## src/hw/serial_read_pkg.sv

```systemverilog
// -------------------------------------------------
// Serial read engine shared definitions
// Widths, address and count types, the read
// request record and the sequencer states
// -------------------------------------------------

package serial_read_pkg;

    localparam int ADDR_W  = 32;
    localparam int COUNT_W = 32;
    localparam int ID_W    = 8;

    typedef logic [ADDR_W-1:0]  addr_t;
    typedef logic [COUNT_W-1:0] count_t;
    typedef logic [ID_W-1:0]    engine_id_t;

    // One memory read request with the engine tag in the top bits
    typedef struct packed {
        engine_id_t cu_id;
        addr_t      base_address;
        count_t     address_offset;
    } read_req_t;

    typedef enum logic [2:0] {
        RESET,
        IDLE,
        SETUP,
        START,
        BUSY,
        PAUSE,
        DONE
    } seq_state_e;

endpackage

```

## src/hw/read_config_if.sv

```systemverilog
// -------------------------------------------------
// Config path from the descriptor latch to the
// sequencer, with the sequencer idle flag going back
// -------------------------------------------------
`timescale 1ns/100ps

interface read_config_if;
    import serial_read_pkg::*;

    // Frozen read descriptor
    addr_t  array_pointer;
    count_t start_read;
    count_t end_read;
    count_t stride;

    logic config_ok;
    logic start_req;
    logic seq_idle;

    modport latch (
        output array_pointer, start_read, end_read, stride,
        output config_ok, start_req,
        input  seq_idle
    );

    modport sequencer (
        input  array_pointer, start_read, end_read, stride,
        input  config_ok, start_req,
        output seq_idle
    );

endinterface

```

## src/hw/read_config_latch.sv

```systemverilog
// -------------------------------------------------
// Descriptor latch (decode stage)
// Registers the start request, snapshots the read
// descriptor while the sequencer is idle and marks
// descriptors with a zero stride as unusable
// -------------------------------------------------
`timescale 1ns/100ps

module read_config_latch (
    input  logic                    ap_clk,
    input  logic                    engine_areset,
    input  logic                    cfg_valid,
    input  serial_read_pkg::addr_t  cfg_array_pointer,
    input  serial_read_pkg::count_t cfg_start_read,
    input  serial_read_pkg::count_t cfg_end_read,
    input  serial_read_pkg::count_t cfg_stride,
    input  logic                    start,
    read_config_if.latch            cfg
);
    import serial_read_pkg::*;

    logic take_snapshot;

    // Only sample while idle with no start pending,
    // so the descriptor stays fixed from start request to done
    assign take_snapshot = cfg_valid && cfg.seq_idle && !cfg.start_req;

    // -------------------------------------------------
    // Start request and descriptor check
    // -------------------------------------------------
    always_ff @(posedge ap_clk) begin
        if (engine_areset) begin
            cfg.start_req <= 1'b0;
            cfg.config_ok <= 1'b0;
        end else begin
            cfg.start_req <= cfg_valid && start;
            if (take_snapshot) begin
                // Zero stride would never reach the end offset
                cfg.config_ok <= (cfg_stride != '0);
            end
        end
    end

    // -------------------------------------------------
    // Descriptor snapshot
    // -------------------------------------------------
    always_ff @(posedge ap_clk) begin
        if (take_snapshot) begin
            cfg.array_pointer <= cfg_array_pointer;
            cfg.start_read    <= cfg_start_read;
            cfg.end_read      <= cfg_end_read;
            cfg.stride        <= cfg_stride;
        end
    end

endmodule

```

## src/hw/read_sequencer.sv

```systemverilog
// -------------------------------------------------
// Read sequencer (execute stage)
// Walks the offset counter from start_read up by
// stride and writes one read request per offset
// below end_read, pausing on FIFO near-full
// -------------------------------------------------
`timescale 1ns/100ps

module read_sequencer #(
    parameter serial_read_pkg::engine_id_t ENGINE_ID = '0
) (
    input  logic                       ap_clk,
    input  logic                       engine_areset,
    read_config_if.sequencer           cfg,
    input  logic                       prog_full,
    output logic                       wr_en,
    output serial_read_pkg::read_req_t wr_data,
    output logic                       ready,
    output logic                       done,
    output logic                       pause
);
    import serial_read_pkg::*;

    seq_state_e state;
    seq_state_e next_state;

    logic prog_full_reg;

    // One extra bit so a step past the top of the range still ends the run
    logic [COUNT_W:0] offset_count;
    logic             offset_live;
    logic             write_now;

    assign offset_live = offset_count < {1'b0, cfg.end_read};
    assign write_now   = (state == BUSY) && offset_live && !prog_full_reg;

    assign cfg.seq_idle = (state == IDLE);

    // -------------------------------------------------
    // State register
    // -------------------------------------------------
    always_ff @(posedge ap_clk) begin
        if (engine_areset) begin
            state         <= RESET;
            prog_full_reg <= 1'b0;
        end else begin
            state         <= next_state;
            prog_full_reg <= prog_full;
        end
    end

    always_comb begin
        next_state = state;
        case (state)
            RESET: begin
                next_state = IDLE;
            end
            IDLE: begin
                if (cfg.start_req) begin
                    // Bad descriptor ends the run with no requests
                    next_state = cfg.config_ok ? SETUP : DONE;
                end
            end
            SETUP: begin
                next_state = START;
            end
            START: begin
                next_state = BUSY;
            end
            BUSY: begin
                if (!offset_live) begin
                    next_state = DONE;
                end else if (prog_full_reg) begin
                    next_state = PAUSE;
                end
            end
            PAUSE: begin
                if (!prog_full_reg) begin
                    next_state = BUSY;
                end
            end
            DONE: begin
                // Hold done until the start request drops
                if (!cfg.start_req) begin
                    next_state = IDLE;
                end
            end
            default: begin
                next_state = RESET;
            end
        endcase
    end

    // -------------------------------------------------
    // Status and write strobe
    // -------------------------------------------------
    always_ff @(posedge ap_clk) begin
        if (engine_areset) begin
            wr_en <= 1'b0;
            ready <= 1'b0;
            done  <= 1'b0;
            pause <= 1'b0;
        end else begin
            wr_en <= write_now;
            ready <= (next_state == IDLE);
            done  <= (next_state == DONE);
            pause <= (next_state == PAUSE);
        end
    end

    // -------------------------------------------------
    // Offset counter and request payload
    // -------------------------------------------------
    always_ff @(posedge ap_clk) begin
        if (state == SETUP) begin
            offset_count <= {1'b0, cfg.start_read};
        end else if (write_now) begin
            offset_count <= offset_count + {1'b0, cfg.stride};
        end
    end

    always_ff @(posedge ap_clk) begin
        if (write_now) begin
            wr_data.cu_id          <= ENGINE_ID;
            wr_data.base_address   <= cfg.array_pointer;
            wr_data.address_offset <= offset_count[COUNT_W-1:0];
        end
    end

endmodule

```

## src/hw/request_fifo.sv

```systemverilog
// -------------------------------------------------
// Request FIFO (result stage)
// Show-ahead circular buffer of read requests with
// a programmable near-full level
// -------------------------------------------------
`timescale 1ns/100ps

module request_fifo #(
    parameter int FIFO_DEPTH       = 32,
    parameter int PROG_FULL_MARGIN = 4
) (
    input  logic                       ap_clk,
    input  logic                       engine_areset,
    input  logic                       wr_en,
    input  serial_read_pkg::read_req_t wr_data,
    input  logic                       rd_en,
    output serial_read_pkg::read_req_t rd_data,
    output logic                       empty,
    output logic                       prog_full
);
    import serial_read_pkg::*;

    localparam int PTR_W = $clog2(FIFO_DEPTH);
    localparam int CNT_W = $clog2(FIFO_DEPTH + 1);

    localparam logic [PTR_W-1:0] LAST_SLOT  = PTR_W'(FIFO_DEPTH - 1);
    localparam logic [CNT_W-1:0] FULL_COUNT = CNT_W'(FIFO_DEPTH);
    // Occupancy at which free entries drop to the margin
    localparam logic [CNT_W-1:0] PROG_LEVEL = CNT_W'(FIFO_DEPTH - PROG_FULL_MARGIN);

    read_req_t mem [FIFO_DEPTH];

    logic [PTR_W-1:0] wr_ptr;
    logic [PTR_W-1:0] rd_ptr;
    logic [CNT_W-1:0] count;

    logic do_write;
    logic do_read;

    assign do_write = wr_en && (count != FULL_COUNT);
    assign do_read  = rd_en && !empty;

    // Head word shown before the pop
    assign rd_data   = mem[rd_ptr];
    assign empty     = (count == '0);
    assign prog_full = (count >= PROG_LEVEL);

    // -------------------------------------------------
    // Pointers and occupancy
    // -------------------------------------------------
    always_ff @(posedge ap_clk) begin
        if (engine_areset) begin
            wr_ptr <= '0;
            rd_ptr <= '0;
            count  <= '0;
        end else begin
            if (do_write) begin
                wr_ptr <= (wr_ptr == LAST_SLOT) ? '0 : wr_ptr + 1'b1;
            end
            if (do_read) begin
                rd_ptr <= (rd_ptr == LAST_SLOT) ? '0 : rd_ptr + 1'b1;
            end
            if (do_write && !do_read) begin
                count <= count + 1'b1;
            end else if (do_read && !do_write) begin
                count <= count - 1'b1;
            end
        end
    end

    // Storage
    always_ff @(posedge ap_clk) begin
        if (do_write) begin
            mem[wr_ptr] <= wr_data;
        end
    end

endmodule

```

## src/hw/serial_read_engine.sv

```systemverilog
// -------------------------------------------------
// Serial read engine top level
// Descriptor latch, sequencer and request FIFO,
// with requests flattened to plain ports
// -------------------------------------------------
`timescale 1ns/100ps

module serial_read_engine #(
    parameter int                          FIFO_DEPTH       = 32,
    parameter int                          PROG_FULL_MARGIN = 4,
    parameter serial_read_pkg::engine_id_t ENGINE_ID        = '0
) (
    input  logic                        ap_clk,
    input  logic                        engine_areset,
    input  logic                        cfg_valid,
    input  serial_read_pkg::addr_t      cfg_array_pointer,
    input  serial_read_pkg::count_t     cfg_start_read,
    input  serial_read_pkg::count_t     cfg_end_read,
    input  serial_read_pkg::count_t     cfg_stride,
    input  logic                        start,
    output logic                        ready,
    output logic                        done,
    output logic                        pause,
    output logic                        req_valid,
    input  logic                        req_pop,
    output serial_read_pkg::engine_id_t req_cu_id,
    output serial_read_pkg::addr_t      req_base_address,
    output serial_read_pkg::count_t     req_address_offset
);
    import serial_read_pkg::*;

    read_config_if cfg_bus ();

    logic      wr_en;
    read_req_t wr_data;
    read_req_t rd_data;
    logic      fifo_empty;
    logic      prog_full;

    assign req_valid          = !fifo_empty;
    assign req_cu_id          = rd_data.cu_id;
    assign req_base_address   = rd_data.base_address;
    assign req_address_offset = rd_data.address_offset;

    read_config_latch u_latch (
        .ap_clk            (ap_clk),
        .engine_areset     (engine_areset),
        .cfg_valid         (cfg_valid),
        .cfg_array_pointer (cfg_array_pointer),
        .cfg_start_read    (cfg_start_read),
        .cfg_end_read      (cfg_end_read),
        .cfg_stride        (cfg_stride),
        .start             (start),
        .cfg               (cfg_bus.latch)
    );

    read_sequencer #(
        .ENGINE_ID (ENGINE_ID)
    ) u_sequencer (
        .ap_clk        (ap_clk),
        .engine_areset (engine_areset),
        .cfg           (cfg_bus.sequencer),
        .prog_full     (prog_full),
        .wr_en         (wr_en),
        .wr_data       (wr_data),
        .ready         (ready),
        .done          (done),
        .pause         (pause)
    );

    // Pops on an empty FIFO are dropped inside
    request_fifo #(
        .FIFO_DEPTH       (FIFO_DEPTH),
        .PROG_FULL_MARGIN (PROG_FULL_MARGIN)
    ) u_fifo (
        .ap_clk        (ap_clk),
        .engine_areset (engine_areset),
        .wr_en         (wr_en),
        .wr_data       (wr_data),
        .rd_en         (req_pop),
        .rd_data       (rd_data),
        .empty         (fifo_empty),
        .prog_full     (prog_full)
    );

endmodule

```

## config.mk

```make
export PLATFORM = sky130hd
export DESIGN_NAME = serial_read_engine
export DESIGN_NICKNAME = d
export VERILOG_FILES = /design/src/hw/serial_read_pkg.sv /design/src/hw/read_config_if.sv /design/src/hw/read_config_latch.sv /design/src/hw/read_sequencer.sv /design/src/hw/request_fifo.sv /design/src/hw/serial_read_engine.sv
export SDC_FILE = /design/constraint.sdc
export NUM_CORES = 2
export LEC_CHECK = 0
export BUFFER_PORTS_ARGS = -buffer_cell sky130_fd_sc_hd__buf_2
export CAP_MARGIN = 15
export CELL_PAD_IN_SITES_DETAIL_PLACEMENT = 0
export CELL_PAD_IN_SITES_GLOBAL_PLACEMENT = 1
export CORE_MARGIN = 2
export CORE_UTILIZATION = 45
export CTS_CLUSTER_SIZE = 8
export DETAILED_ROUTE_END_ITERATION = 10
export PLACE_DENSITY_LB_ADDON = 0.1
export SYNTH_ARGS = -nofsm -noshare
export SYNTH_HDL_FRONTEND = slang
export SYNTH_SLANG_ARGS = --single-unit
export TNS_END_PERCENT = 5
```

## constraint.sdc

```tcl
create_clock -name ap_clk -period 4.3 [get_ports ap_clk]
set_input_delay 0.86 -clock ap_clk [delete_from_list [all_inputs] [get_ports ap_clk]]
set_output_delay 0.86 -clock ap_clk [all_outputs]
set_load 0.005 [all_outputs]
```

==> results_dict.tcl <==
set metrics [dict create \
    ant_nets 0 \
    cp_cell_sequence "buf_16 -> clkbuf_16 -> mux4_2 -> mux4_2 -> mux2_2 -> buf_2" \
    vias 41685 \
    grt_overflow 0 \
    synth_warnings 0 \
    synth.avg_cell_area_um2 23.4 \
    syn-cell-area_um2 88700 \
    clock_path_buffers 4 \
    grt_use_total 0.232 \
    antenna_found_initial 5 \
    drt_pass1_iterations 5 \
    tns_ns 0 \
    final_common_cell "edfxtp_1" \
    required_ns 3.44 \
    seqPwrFrac 0.444 \
    io_pins 209 \
    fin_ws_ns 0.0270 \
    core_area_um2 195000 \
    io_buffers 200 \
    rows 162 \
    die-width_um 448 \
    cts_buffers 338 \
    stdcell_area_um2 104000 \
    min_period_ns 4.27 \
    synth-async-reset-ratio 0 \
    cts_htree_levels 5 \
    path_buf_inv 3 \
    p_sw_mw 12.6 \
    fmax_ghz 0.234 \
    timing.final.crit_share 0.994 \
    grt_pass1_vias 43169 \
    cts.sinks 2304 \
    combPwrFrac 0.148 \
    peakVddDrop_v 0.000371 \
    ys_types 57 \
    cts_tree "yes" \
    power.total_mw 56.0 \
    clock_latency_ns 0.92 \
    grt_first_pass_wirelength_um 325000 \
    intPower_mw 43.4 \
    ys_seq_area_frac 0.776 \
    netlist_instances 3792 \
    cts_root_buffer "clkbuf_16" \
    cpMaxStageDelayCell "mux4_2" \
    top_regs "u_fifo.mem: 2048 flops, u_sequencer.wr_data: 64 flops, u_sequencer.offset_count: 33 flops" \
    largest_register_ffs 2048 \
    slew_headroom 0.199 \
    nets 4530 \
    dp_slack_ns 0.556 \
    postCtsHoldBufs 0 \
    maxSlewViolCount 0 \
    cp-start-kind "register" \
    hold_path_class "in -> reg" \
    p_leak_nw 32.5 \
    dr_wl_met3_um 14100 \
    clk_pin_slew_worst_paths_ns 0.05 \
    final_layout_size_suffix_gt1_frac 0.337 \
    drc 0 \
    clock_power_share 0.408 \
    cp_top_family "multiplexers" \
    initial_utilization 0.454 \
    grt_max_degree 84 \
    powerDensity_nw_per_um2 539 \
    critPathMostFrequentCell "mux4_2" \
    outcome "finished, final reports clean" \
    final_cell_mix "2272 x edfxtp_1, 640 x mux4_2, 351 x clkbuf_16" \
    synth_seq_cells 2304 \
    synth_edf_count 2272 \
    cp_max_fo 14 \
    endpoint_kind "output pin" \
    fin_worst_skew_ns 0.0523 \
    topRoutingLayerUsed "met4" \
    setup_viol_count_final 0 \
    finalHoldViolations 0 \
    place_area_um2 94200 \
    routabilityCongestion 0.737 \
    maxCapViolations 0 \
    wl_met2_um 112000 \
    m1WireLength_um 99600 \
    drt_wl_total_um 231000 \
    arrival_ns 3.41 \
    fillers 14923 \
    critPathMaxStageDelay_ns 0.52 \
    rsz0062_at_grt "yes" \
    dieHeight_um 448 \
    post-route-util 0.532 \
    regMostFlops "u_fifo.mem" \
    tightest_slew_ns 1.20 \
    area.growth.synth_to_final_pct 17.1 \
    drt-initial-drc-count 4809 \
    wire_per_inst_um 33.1 \
    dieArea_um2 201000 \
    via_per_inst 5.97 \
    synth_top_flop_cell "edfxtp_1" \
    swShare 0.224 \
    path_class "reg -> out" \
    hpwl_um 113000 \
]
synthesized netlist by cell type, drive strengths merged (3+ instances only):
cell / count / share of area
nor2: 97 / 0.0041
nand2b: 14 / 0.00099
mux4: 640 / 0.16
and3: 9 / 0.00063
nor3: 11 / 0.00062
nand4: 8 / 0.00056
nand3b: 5 / 0.00042
a21o: 18 / 0.0015
or4: 4 / 0.00034
or3: 6 / 0.00042
o41ai: 3 / 0.00030
nor2b: 3 / 0.00021
and2: 4 / 0.00028
o21a: 3 / 0.00025
o21ai: 47 / 0.0027
a21oi: 81 / 0.0046
a31oi: 6 / 0.00042
o21bai: 4 / 0.00034
ha: 75 / 0.011
dfxtp: 32 / 0.0072
clkbuf: 90 / 0.0038
edfxtp: 2272 / 0.77
nand2: 57 / 0.0024
or2: 5 / 0.00035
a2111oi: 5 / 0.00063
o31ai: 5 / 0.00048
buf: 85 / 0.0058
xor2: 15 / 0.0015
nor4: 9 / 0.00063
mux2: 65 / 0.0083
o211ai: 4 / 0.00034
xnor2: 14 / 0.0014
inv: 51 / 0.0022
a211oi: 12 / 0.0011
nand3: 10 / 0.00056
mux2i: 5 / 0.00056
logic make-up after synthesis:
group                    after synthesis  synth area share
flip-flops                          2304             0.776
multiplexers                         710             0.171
AND/OR/NAND/NOR                      250            0.0133
buffers and inverters                227            0.0118
AO/OA/AOI/OAI                        194            0.0132
adder cells (fa/ha/maj)               77            0.0110
XOR/XNOR                              29           0.00286
other                                  1         0.0000423
layout make-up:
type	instances	area, µm²	share of cell area
multi-input cells	1268	19200	0.184
diodes	1	2.50	0.0000241
clock inverters	8	76.3	0.000735
repair buffers	356	3550	0.0342
inverters	52	198	0.00190
flip-flops and latches	2304	68900	0.663
well taps	2624	3280	0.0316
clock buffers	366	8710	0.0839
per-layer routing:
layer,track usage,vias up
met5,0,-
met4,0.0625,0
met3,0.0365,358
met2,0.371,1570
met1,0.337,22659
li1,-,17098
power groups by stage:
stage                     clock network [mW]  logic [mW]  registers [mW]
after global placement                     0        7.62            25.3
after floorplan                            0        5.77            25.2
after CTS                               23.3        8.23            24.9
after global routing                    24.2        8.89            24.8
final                                   22.8        8.29            24.9
after detailed placement                   0        7.61            25.3
stage by stage:
stage / hold slack [ns] / std cells
after floorplan: 0.400 / 3799
after global placement: 0.402 / 6579
after detailed placement: 0.405 / 6581
after CTS: 0.0440 / 6971
after global routing: 0.0654 / 6979
final: 0.108 / 6979
worst paths after layout:
| check | startpoint | to | slack [ns] | cells past startpoint |
|---|---|---|---|---|
| hold / removal | cfg_start_read[0] | u_latch.cfg.start_read[0] | 0.11 | 1 |
| setup / recovery | register | req_address_offset[22] | 0.03 | 6 |
| hold reg to reg | u_latch.cfg.array_pointer[15] | u_sequencer.wr_data[47] | 0.41 | 0 |
| setup reg to reg | u_sequencer.offset_count[1] | u_sequencer.wr_data[58] | 0.65 | 9 |
repair_timing:
item,4_1_cts,5_1_grt
cloned,9,6
setup buffers,7,1
setup endpoints to repair,63,56
gates resized for setup,40,37
No activity file was read; power rests on OpenSTA's default activity.
